## config.mk

```make
export PLATFORM = sky130hd
export DESIGN_NAME = exec_core
export DESIGN_NICKNAME = d
export VERILOG_FILES = /design/src/rtl/definitions.sv /design/src/rtl/alu.sv /design/src/rtl/alu_op.sv /design/src/rtl/exec_core.sv /design/src/rtl/main_decoder.sv /design/src/rtl/reg_file.sv
export VERILOG_INCLUDE_DIRS = /design/src /design/src/include
export SDC_FILE = /design/constraint.sdc
export NUM_CORES = 2
export LEC_CHECK = 0
export BUFFER_PORTS_ARGS = -buffer_cell sky130_fd_sc_hd__buf_2
export CAP_MARGIN = 20
export CORE_UTILIZATION = 25
export DETAILED_ROUTE_END_ITERATION = 6
export GPL_ROUTABILITY_DRIVEN = 0
export PLACE_DENSITY_LB_ADDON = 0.12
export SLEW_MARGIN = 5
export SYNTH_ARGS = -nofsm -noshare
export SYNTH_HDL_FRONTEND = slang
export SYNTH_HIERARCHICAL = 1
export SYNTH_SLANG_ARGS = --single-unit
```

## constraint.sdc

```tcl
create_clock -name clk -period 11.3 [get_ports clk]
set_clock_uncertainty 0.1 [all_clocks]
set_input_delay 2.825 -clock clk [delete_from_list [all_inputs] [get_ports clk]]
set_output_delay 2.825 -clock clk [all_outputs]
set_load 0.05 [all_outputs]
```

## src/include/core_cfg.svh

```systemverilog
`ifndef CORE_CFG_SVH
`define CORE_CFG_SVH

// ------------------------------------------------------------------------
// Core sizing
// ------------------------------------------------------------------------

`define XLEN       32  // Data width.
`define REG_COUNT  32  // Architectural registers.
`define REG_ADDR_W 5   // Bits of a register index.

`endif

```

## src/rtl/definitions.sv

```systemverilog
`include "core_cfg.svh"

package definitions;

    // --------------------------------------------------------------------
    // Plain vector types
    // --------------------------------------------------------------------

    typedef logic [`XLEN-1:0]       word_t;     // One data word.
    typedef logic [`REG_ADDR_W-1:0] regAddr_t;  // Register index.
    typedef logic                   flag_t;     // Single control bit.

    localparam flag_t HIGH = 1'b1;
    localparam flag_t LOW  = 1'b0;

    // --------------------------------------------------------------------
    // Decoder and ALU encodings
    // --------------------------------------------------------------------

    // Instruction class handed from the main decoder to alu_op.
    typedef enum logic [1:0] {
        TYPE_I  = 2'd0,  // Register-immediate arithmetic.
        TYPE_R  = 2'd1,  // Register-register arithmetic.
        DEF_ADD = 2'd2,  // Address add for loads and stores.
        PASS_S1 = 2'd3   // Forward source one.
    } aluOp_t;

    typedef enum logic [3:0] {
        ADD  = 4'd0,
        SUB  = 4'd1,
        SLL  = 4'd2,
        SLT  = 4'd3,
        SLTU = 4'd4,
        XOR  = 4'd5,
        SRL  = 4'd6,
        SRA  = 4'd7,
        OR   = 4'd8,
        AND  = 4'd9,
        FWD  = 4'd10     // Result is operand A.
    } alu_operation_t;

    // Major opcodes handled by this slice, bits 6:0 of the instruction.
    typedef enum logic [6:0] {
        OP_IMM = 7'b0010011,
        OP     = 7'b0110011,
        LUI    = 7'b0110111
    } opcode_t;

endpackage : definitions

```

## src/rtl/alu.sv

```systemverilog
`timescale 1ns/1ps

module alu (
    input  definitions::word_t          opA,
    input  definitions::word_t          opB,
    input  definitions::alu_operation_t opSel,
    output definitions::word_t          result
);

    logic [4:0]         shamt;
    definitions::flag_t ltSigned;
    definitions::flag_t ltUnsigned;

    // ------------------------------------------------------------------------
    // Shared terms
    // ------------------------------------------------------------------------

    assign shamt      = opB[4:0];  // RV32 shifts use five bits.
    assign ltSigned   = ($signed(opA) < $signed(opB)) ? definitions::HIGH : definitions::LOW;
    assign ltUnsigned = (opA < opB) ? definitions::HIGH : definitions::LOW;

    // ------------------------------------------------------------------------
    // Result select
    // ------------------------------------------------------------------------

    always_comb begin : aluCompute
        case (opSel)
            definitions::ADD: begin
                result = opA + opB;
            end
            definitions::SUB: begin
                result = opA - opB;
            end
            definitions::SLL: begin
                result = opA << shamt;
            end
            definitions::SLT: begin
                result = definitions::word_t'(ltSigned);  // Zero or one.
            end
            definitions::SLTU: begin
                result = definitions::word_t'(ltUnsigned);
            end
            definitions::XOR: begin
                result = opA ^ opB;
            end
            definitions::SRL: begin
                result = opA >> shamt;
            end
            definitions::SRA: begin
                result = definitions::word_t'($signed(opA) >>> shamt);  // Sign fill.
            end
            definitions::OR: begin
                result = opA | opB;
            end
            definitions::AND: begin
                result = opA & opB;
            end
            definitions::FWD: begin
                result = opA;
            end
            default: begin
                result = '0;
            end
        endcase
    end

endmodule : alu

```

## src/rtl/alu_op.sv

```systemverilog
`timescale 1ns/1ps

module alu_op (
    input  definitions::aluOp_t         aluOp,
    input  logic [6:0]                  funct7,
    input  logic [2:0]                  funct3,
    output definitions::alu_operation_t opSel,
    output definitions::flag_t          error
);

    // funct3 encodings in instruction bits 14:12.
    typedef enum logic [2:0] {
        f3AddSub = 3'd0,
        f3Sll    = 3'd1,
        f3Slt    = 3'd2,
        f3Sltu   = 3'd3,
        f3Xor    = 3'd4,
        f3SrlSra = 3'd5,
        f3Or     = 3'd6,
        f3And    = 3'd7
    } funct3Op_t;

    // funct7 encodings in instruction bits 31:25.
    typedef enum logic [6:0] {
        f7Base = 7'd0,
        f7Alt  = 7'd32
    } funct7Op_t;

    definitions::alu_operation_t nextOpSel;
    definitions::flag_t          sendError;

    always_comb begin : aluOpSel
        nextOpSel = definitions::ADD;
        sendError = definitions::LOW;
        case (aluOp)
            definitions::TYPE_I: begin
                case (funct3)
                    f3AddSub : nextOpSel = definitions::ADD;
                    f3Slt    : nextOpSel = definitions::SLT;
                    f3Xor    : nextOpSel = definitions::XOR;
                    f3Or     : nextOpSel = definitions::OR;
                    f3And    : nextOpSel = definitions::AND;
                    default  : sendError = definitions::HIGH;  // Shift-imm and SLTIU.
                endcase
            end
            definitions::TYPE_R: begin
                case (funct7)
                    f7Base: begin
                        case (funct3)
                            f3AddSub : nextOpSel = definitions::ADD;
                            f3Sll    : nextOpSel = definitions::SLL;
                            f3Slt    : nextOpSel = definitions::SLT;
                            f3Sltu   : nextOpSel = definitions::SLTU;
                            f3Xor    : nextOpSel = definitions::XOR;
                            f3SrlSra : nextOpSel = definitions::SRL;
                            f3Or     : nextOpSel = definitions::OR;
                            f3And    : nextOpSel = definitions::AND;
                        endcase
                    end
                    f7Alt: begin
                        case (funct3)
                            f3AddSub : nextOpSel = definitions::SUB;
                            f3SrlSra : nextOpSel = definitions::SRA;
                            default  : sendError = definitions::HIGH;
                        endcase
                    end
                    default: begin
                        sendError = definitions::HIGH;  // Unsupported extension.
                    end
                endcase
            end
            definitions::DEF_ADD : nextOpSel = definitions::ADD;
            definitions::PASS_S1 : nextOpSel = definitions::FWD;
        endcase
    end

    assign opSel = nextOpSel;
    assign error = sendError;

endmodule : alu_op

```

## src/rtl/exec_core.sv

```systemverilog
`timescale 1ns/1ps

module exec_core (
    input  logic                  clk,
    input  logic                  rst,
    input  definitions::flag_t    instrValid,
    input  definitions::word_t    instr,
    output definitions::flag_t    wbValid,
    output definitions::regAddr_t wbAddr,
    output definitions::word_t    wbData,
    output definitions::flag_t    illegal
);

    definitions::regAddr_t       rs1;
    definitions::regAddr_t       rs2;
    definitions::regAddr_t       rd;
    logic [2:0]                  funct3;
    logic [6:0]                  funct7;
    definitions::word_t          imm;
    definitions::aluOp_t         aluOp;
    definitions::flag_t          srcAImm;
    definitions::flag_t          srcBImm;
    definitions::flag_t          opIllegal;
    definitions::alu_operation_t opSel;
    definitions::flag_t          error;
    definitions::word_t          rs1Data;
    definitions::word_t          rs2Data;
    definitions::word_t          opA;
    definitions::word_t          opB;
    definitions::word_t          result;
    definitions::flag_t          reject;
    definitions::flag_t          wrEn;

    // ------------------------------------------------------------------------
    // Decode
    // ------------------------------------------------------------------------

    main_decoder uMainDecoder (
        .instr    (instr),
        .rs1      (rs1),
        .rs2      (rs2),
        .rd       (rd),
        .funct3   (funct3),
        .funct7   (funct7),
        .imm      (imm),
        .aluOp    (aluOp),
        .srcAImm  (srcAImm),
        .srcBImm  (srcBImm),
        .opIllegal(opIllegal)
    );

    alu_op uAluOp (
        .aluOp (aluOp),
        .funct7(funct7),
        .funct3(funct3),
        .opSel (opSel),
        .error (error)
    );

    // ------------------------------------------------------------------------
    // Operands and execute
    // ------------------------------------------------------------------------

    reg_file uRegFile (
        .clk    (clk),
        .rst    (rst),
        .rs1Addr(rs1),
        .rs2Addr(rs2),
        .wrAddr (rd),
        .wrEn   (wrEn),
        .wrData (result),
        .rs1Data(rs1Data),
        .rs2Data(rs2Data)
    );

    assign opA = srcAImm ? imm : rs1Data;  // LUI.
    assign opB = srcBImm ? imm : rs2Data;  // OP-IMM.

    alu uAlu (
        .opA   (opA),
        .opB   (opB),
        .opSel (opSel),
        .result(result)
    );

    // ------------------------------------------------------------------------
    // Write enable and write-back report
    // ------------------------------------------------------------------------

    assign reject = opIllegal | error;
    assign wrEn   = instrValid & ~reject & (rd != '0);

    always_ff @(posedge clk) begin : wbReport
        if (rst) begin
            wbValid <= definitions::LOW;
            wbAddr  <= '0;
            wbData  <= '0;
            illegal <= definitions::LOW;
        end else begin
            wbValid <= wrEn;
            wbAddr  <= rd;
            wbData  <= result;
            illegal <= instrValid & reject;  // Rejected instructions report regardless of rd.
        end
    end

endmodule : exec_core

```

## src/rtl/main_decoder.sv

```systemverilog
`timescale 1ns/1ps

`include "core_cfg.svh"

module main_decoder (
    input  definitions::word_t    instr,
    output definitions::regAddr_t rs1,
    output definitions::regAddr_t rs2,
    output definitions::regAddr_t rd,
    output logic [2:0]            funct3,
    output logic [6:0]            funct7,
    output definitions::word_t    imm,
    output definitions::aluOp_t   aluOp,
    output definitions::flag_t    srcAImm,
    output definitions::flag_t    srcBImm,
    output definitions::flag_t    opIllegal
);

    definitions::opcode_t opcode;
    definitions::word_t   iImm;
    definitions::word_t   uImm;
    definitions::flag_t   isLui;

    // ------------------------------------------------------------------------
    // Field extraction
    // ------------------------------------------------------------------------

    assign opcode = definitions::opcode_t'(instr[6:0]);

    assign rd     = instr[11:7];
    assign funct3 = instr[14:12];
    assign rs1    = instr[19:15];
    assign rs2    = instr[24:20];
    assign funct7 = instr[31:25];

    // ------------------------------------------------------------------------
    // Immediates
    // ------------------------------------------------------------------------

    assign iImm = {{(`XLEN-12){instr[31]}}, instr[31:20]};  // Sign-extended I-type.
    assign uImm = {instr[31:12], 12'b0};                    // Upper 20 bits, low 12 clear.

    assign isLui = (opcode == definitions::LUI) ? definitions::HIGH : definitions::LOW;
    assign imm   = isLui ? uImm : iImm;

    // ------------------------------------------------------------------------
    // Opcode decode
    // ------------------------------------------------------------------------

    always_comb begin : opcodeDecode
        aluOp     = definitions::TYPE_I;  // Default for unknown opcodes too.
        srcAImm   = definitions::LOW;
        srcBImm   = definitions::LOW;
        opIllegal = definitions::LOW;
        case (opcode)
            definitions::OP_IMM: begin
                aluOp   = definitions::TYPE_I;
                srcBImm = definitions::HIGH;  // rs1 op imm.
            end
            definitions::OP: begin
                aluOp = definitions::TYPE_R;  // rs1 op rs2.
            end
            definitions::LUI: begin
                aluOp   = definitions::PASS_S1;
                srcAImm = definitions::HIGH;  // Immediate goes straight through.
            end
            default: begin
                opIllegal = definitions::HIGH;
            end
        endcase
    end

endmodule : main_decoder

```

## src/rtl/reg_file.sv

```systemverilog
`timescale 1ns/1ps

`include "core_cfg.svh"

module reg_file (
    input  logic                  clk,
    input  logic                  rst,
    input  definitions::regAddr_t rs1Addr,
    input  definitions::regAddr_t rs2Addr,
    input  definitions::regAddr_t wrAddr,
    input  definitions::flag_t    wrEn,
    input  definitions::word_t    wrData,
    output definitions::word_t    rs1Data,
    output definitions::word_t    rs2Data
);

    definitions::word_t regs [`REG_COUNT];

    always_ff @(posedge clk) begin : regWrite
        if (rst) begin
            for (int i = 0; i < `REG_COUNT; i++) begin
                regs[i] <= '0;
            end
        end else if (wrEn && (wrAddr != '0)) begin
            regs[wrAddr] <= wrData;  // x0 is never written.
        end
    end

    // A read in the write cycle sees the old value.
    assign rs1Data = (rs1Addr == '0) ? '0 : regs[rs1Addr];
    assign rs2Data = (rs2Addr == '0) ? '0 : regs[rs2Addr];

endmodule : reg_file

```

==> run_results.csv <==
group,metric,value,unit
cells_and_area,utilization,29.1,%
route,detail_route.iter0.violations,5467,
logic_synthesis,synth_edf_count,1024,
worst_setup_path,delay_of_the_slowest_cell_on_the_worst_path,0.75,ns
place,buffer_ports.inserted,73,
worst_setup_path,worst_ep_arrival_time,10.16,ns
sta,fmaxAchievable,103,MHz
clock_network,cts.sink_count,1063,
cells_and_area,layout_cell_area_excl_fill,76300,um^2
power,cellPowerDensity,164,nW/um^2
sta,timing_max_transition_violations_final,0,
worst_setup_path,reg2reg_setup_slack,4.17,ns
sta,min_period_over_period,86.0,%
clock_network,gates_resized_cts_repair,0,
floorplan,initial_utilization,25.1,%
cells_and_area,layout-drive-gt1-share,24.9,%
worst_setup_path,timing.critical_path.mode_cell,"sky130_fd_sc_hd__a21o_1",
power,peakVddDrop,155,uV
worst_setup_path,crit_path_cell_trace,"buf_2 > nor2b_4 > buf_12 > a22o_1 > a2111oi_1 > buf_4 > nor3_1 > buf_4 > mux2_1 > clkinv_1 > ha_1 > a21o_1 > a21oi_1 > nand2_1 > a21o_1 > a21o_1 > a21o_1 > a2111oi_0 > buf_4 > o211ai_1 > a221oi_1 > o21ai_4 > buf_12 > and2_1",
worst_setup_path,timing.critical_path.required,11.75,ns
status,outcome,"finished, final reports clean",
logic_synthesis,netlist_area,65800,um^2
sta,setup_tns,0,ns
clock_network,clock_tree.buffer_depth,3,
power,total_leakage_power,27.5,nW
worst_setup_path,slowest_stage,"sky130_fd_sc_hd__a2111oi_0",
route,final_routed_drc_violation_total,0,
clock_network,cts_buffers,136,
sta,max_slew_margin,15.4,%
clock_network,buffers_inserted_during_post_cts_setup_optimization,0,
floorplan,fp.dieArea,265000,um^2
cells_and_area,nNetsFinal,5244,
global_route,global_route_wire_length_before_repair,424000,um
clock_network,cts.htree.levels,4,
floorplan,die-width,515,um
cells_and_area,fillCellCount,26500,
logic_synthesis,async_sr_flop_fraction,0,%
floorplan,top_level_ports,74,
flow_run,drv_cap,0,
sta,timing.final.crit_period,9.71,ns
place,detailedPlacementHpwl,208000,um
clock_network,insertion_delay,0.81,ns
sta,finalHoldViolations,0,
worst_setup_path,timing.critical_path.from_type,"primary input",
global_route,globalRouteTotalUtil,23.4,%
logic_synthesis,post_synth.cell_area_avg,13.0,um^2
route,via_per_inst,5.42,
worst_setup_path,r2r-start,"uRegFile/regs[23][4]",
cells_and_area,syn_to_final_growth,15.8,%
floorplan,fp.coreArea,262000,um^2
logic_synthesis,synth_seq_area_share,47.9,%
global_route,number_of_antenna_violations_at_the_first_check_in_global_routing,46,
worst_setup_path,timing_worst_setup_path_type,"primary input to flop",
sta,rsz0062_at_grt,"no",
worst_setup_path,worstPathMaxFanout,31,
min_path,min_path_type,"primary input to flop",
min_path,start_point_of_the_worst_min_delay_path,"instrValid",
global_route,grt_max_degree,87,
sta,tightest_slew,1.26,ns
worst_setup_path,critical_path.startpoint,"instr[23]",
place,dpl_cell_area,71800,um^2
route,via_count,47400,
floorplan,vertical_extent_of_the_die,515,um
route,drt.antenna.violating_nets,0,
logic_synthesis,yosysWarnings,6,
global_route,grt.overflow.total,0,
worst_setup_path,endpoint_kind,"flop",
clock_network,ctsRootBufferMaster,"sky130_fd_sc_hd__clkbuf_16",
cells_and_area,multiInputGateArea,32000,um^2
route,drt_pre_antenna_iters,6,
clock_network,post_cts_hold_buffer_count,0,
clock_network,clk_pin_slew_worst_paths,0.05,ns
clock_network,cts_tree,"done",
sta,post-route-worst-setup-slack,1.59,ns
logic_synthesis,synth_top_flop_cell,"sky130_fd_sc_hd__edfxtp_1",
power,fin_total_pwr,0.0125,W
sta,setup_viol,0,
route,route.detailed.wl_per_inst,36.0,um
floorplan,floorplan.rows,188,
global_route,via_count_of_the_first_global_routing_pass,46800,
logic_synthesis,post_synthesis_cell_count,5061,
route,detail_route.wirelength,315000,um
cells_and_area,seqCellArea,31500,um^2
logic_synthesis,number_of_flip_flops_and_latches_in_the_synthesized_netlist,1063,
place,place_worst_setup_slack,0.870,ns
logic_synthesis,synth_unique_cells,100,
area by class of cell:
cell class	instances	area share [%]
multi-input combinational	3382	42.0
sequential	1063	41.3
tap	3515	5.77
clock buffer	177	4.84
timing repair buffer	409	4.48
clock inverter	67	0.927
inverter	111	0.546
antenna	29	0.0951
state kept, by name, summed over array words and instances (netlist names):
register	count
uRegFile/regs	1024
wbData	32
wbAddr	5
illegal	1
wbValid	1
cells by family (layout without fill, tap and decap cells):
family	count (synthesis)	count (layout)	synth area share (%)
xor+xnor	8	8	0.106
flops	1063	1063	47.9
compound gates	782	782	8.55
buf+inv	647	764	4.55
fa+ha+maj	106	106	2.04
simple gates	1649	1649	14.4
mux	805	805	22.4
other cells	1	61	0.00570
Yosys cell counts, types with 12 or more instances:
library cell                instances  area [um^2]
sky130_fd_sc_hd__a2111oi_0         23          201
sky130_fd_sc_hd__a2111oi_1         41          410
sky130_fd_sc_hd__a211oi_1          26          195
sky130_fd_sc_hd__a21o_1            42          315
sky130_fd_sc_hd__a21oi_1          114          571
sky130_fd_sc_hd__a221oi_1          38          333
sky130_fd_sc_hd__a22o_1            57          499
sky130_fd_sc_hd__a22oi_1           40          300
sky130_fd_sc_hd__a31oi_1           12         75.1
sky130_fd_sc_hd__and2_1          1002         6270
sky130_fd_sc_hd__buf_1             19         71.3
sky130_fd_sc_hd__buf_2             74          370
sky130_fd_sc_hd__buf_4             76          571
sky130_fd_sc_hd__buf_6             25          282
sky130_fd_sc_hd__clkbuf_1         342         1280
sky130_fd_sc_hd__dfxtp_1           39          781
sky130_fd_sc_hd__edfxtp_1        1024        30700
sky130_fd_sc_hd__ha_1             104         1300
sky130_fd_sc_hd__inv_1            109          409
sky130_fd_sc_hd__mux2_1            64          721
sky130_fd_sc_hd__mux2_2            31          349
sky130_fd_sc_hd__mux2i_1          183         1830
sky130_fd_sc_hd__mux4_2           526        11800
sky130_fd_sc_hd__nand2_1          102          383
sky130_fd_sc_hd__nand2b_1          17          106
sky130_fd_sc_hd__nand3_1           30          150
sky130_fd_sc_hd__nor2_1           214          803
sky130_fd_sc_hd__nor2b_1           73          457
sky130_fd_sc_hd__nor3_1            89          445
sky130_fd_sc_hd__nor4_1            17          106
sky130_fd_sc_hd__o2111ai_1         15          131
sky130_fd_sc_hd__o211ai_1          23          173
sky130_fd_sc_hd__o21ai_0          103          515
sky130_fd_sc_hd__o21bai_1          12         90.1
sky130_fd_sc_hd__o221ai_1          12          105
sky130_fd_sc_hd__o22ai_1          128          801
sky130_fd_sc_hd__or2_2             36          225
sky130_fd_sc_hd__or3_1             14         87.6
through the flow:
stage | hold WS (ns) | instances
2_1_floorplan | 1.28 | 5092
3_3_place_gp | 2.26 | 8473
3_5_place_dp | 2.26 | 8479
4_1_cts | 2.14 | 8723
5_1_grt | 2.20 | 8727
6_report | 2.21 | 8753
cells in the final DEF, fill, tap and decap left out, types with 24 or more instances in the layout:
| cell type | Yosys | layout |
|---|---|---|
| sky130_fd_sc_hd__nor2_1 | 214 | 179 |
| sky130_fd_sc_hd__mux2_1 | 64 | 60 |
| sky130_fd_sc_hd__mux2_2 | 31 | 33 |
| sky130_fd_sc_hd__o22ai_1 | 128 | 128 |
| sky130_fd_sc_hd__a221oi_1 | 38 | 37 |
| sky130_fd_sc_hd__buf_12 | 0 | 38 |
| sky130_fd_sc_hd__clkbuf_16 | 0 | 141 |
| sky130_fd_sc_hd__buf_2 | 74 | 67 |
| sky130_fd_sc_hd__a22o_1 | 57 | 57 |
| sky130_fd_sc_hd__mux2i_1 | 183 | 183 |
| sky130_fd_sc_hd__inv_1 | 109 | 107 |
| sky130_fd_sc_hd__clkinv_1 | 2 | 24 |
| sky130_fd_sc_hd__a2111oi_1 | 41 | 39 |
| sky130_fd_sc_hd__nor2_4 | 0 | 32 |
| sky130_fd_sc_hd__dfxtp_1 | 39 | 39 |
| sky130_fd_sc_hd__buf_4 | 76 | 298 |
| sky130_fd_sc_hd__a21oi_1 | 114 | 113 |
| sky130_fd_sc_hd__o21ai_0 | 103 | 96 |
| sky130_fd_sc_hd__nor2b_1 | 73 | 71 |
| sky130_fd_sc_hd__conb_1 | 1 | 32 |
| sky130_fd_sc_hd__a21o_1 | 42 | 42 |
| sky130_fd_sc_hd__nand3_1 | 30 | 30 |
| sky130_fd_sc_hd__nand2_1 | 102 | 101 |
| sky130_fd_sc_hd__diode_2 | 0 | 29 |
| sky130_fd_sc_hd__nor3_1 | 89 | 88 |
| sky130_fd_sc_hd__ha_1 | 104 | 104 |
| sky130_fd_sc_hd__and2_1 | 1002 | 1001 |
| sky130_fd_sc_hd__a22oi_1 | 40 | 40 |
| sky130_fd_sc_hd__a211oi_1 | 26 | 26 |
| sky130_fd_sc_hd__or2_2 | 36 | 26 |
| sky130_fd_sc_hd__mux4_2 | 526 | 526 |
| sky130_fd_sc_hd__edfxtp_1 | 1024 | 1024 |
| sky130_fd_sc_hd__clkbuf_1 | 342 | 33 |
worst paths after layout:
check / endpoint / cells past startpoint
worst min-delay path: illegal / 2
worst min register to register: wbData[16] / 8
worst max-delay path: uRegFile/regs[5][18] / 24
worst max register to register: uRegFile/regs[5][18] / 20
metal layers:
| metal | vias up | GRT usage [%] | wire length [um] |
|---|---|---|---|
| met5 | - | 0 | 55 |
| met4 | 8 | 8.21 | 11900 |
| li1 | 19500 | - | - |
| met2 | 2132 | 37.6 | 145000 |
| met1 | 25400 | 31.9 | 139000 |
| met3 | 379 | 3.40 | 19100 |
report_power, final:
part	total [W]	switching, W	internal, W
registers	0.00456	0.0000910	0.00447
clock network	0.00439	0.00184	0.00255
logic	0.00352	0.00246	0.00106
total	0.0125	0.00439	0.00808
critical path: cells and delay by family:
family / cells / cell delay [ns]
AOI/OAI and AO/OA: 11 / 2.90
buffers and inverters: 7 / 1.90
and+or+nand+nor: 4 / 1.51
adders and majority gates: 1 / 0.44
muxes: 1 / 0.36
(Power assumes the default switching activity.)
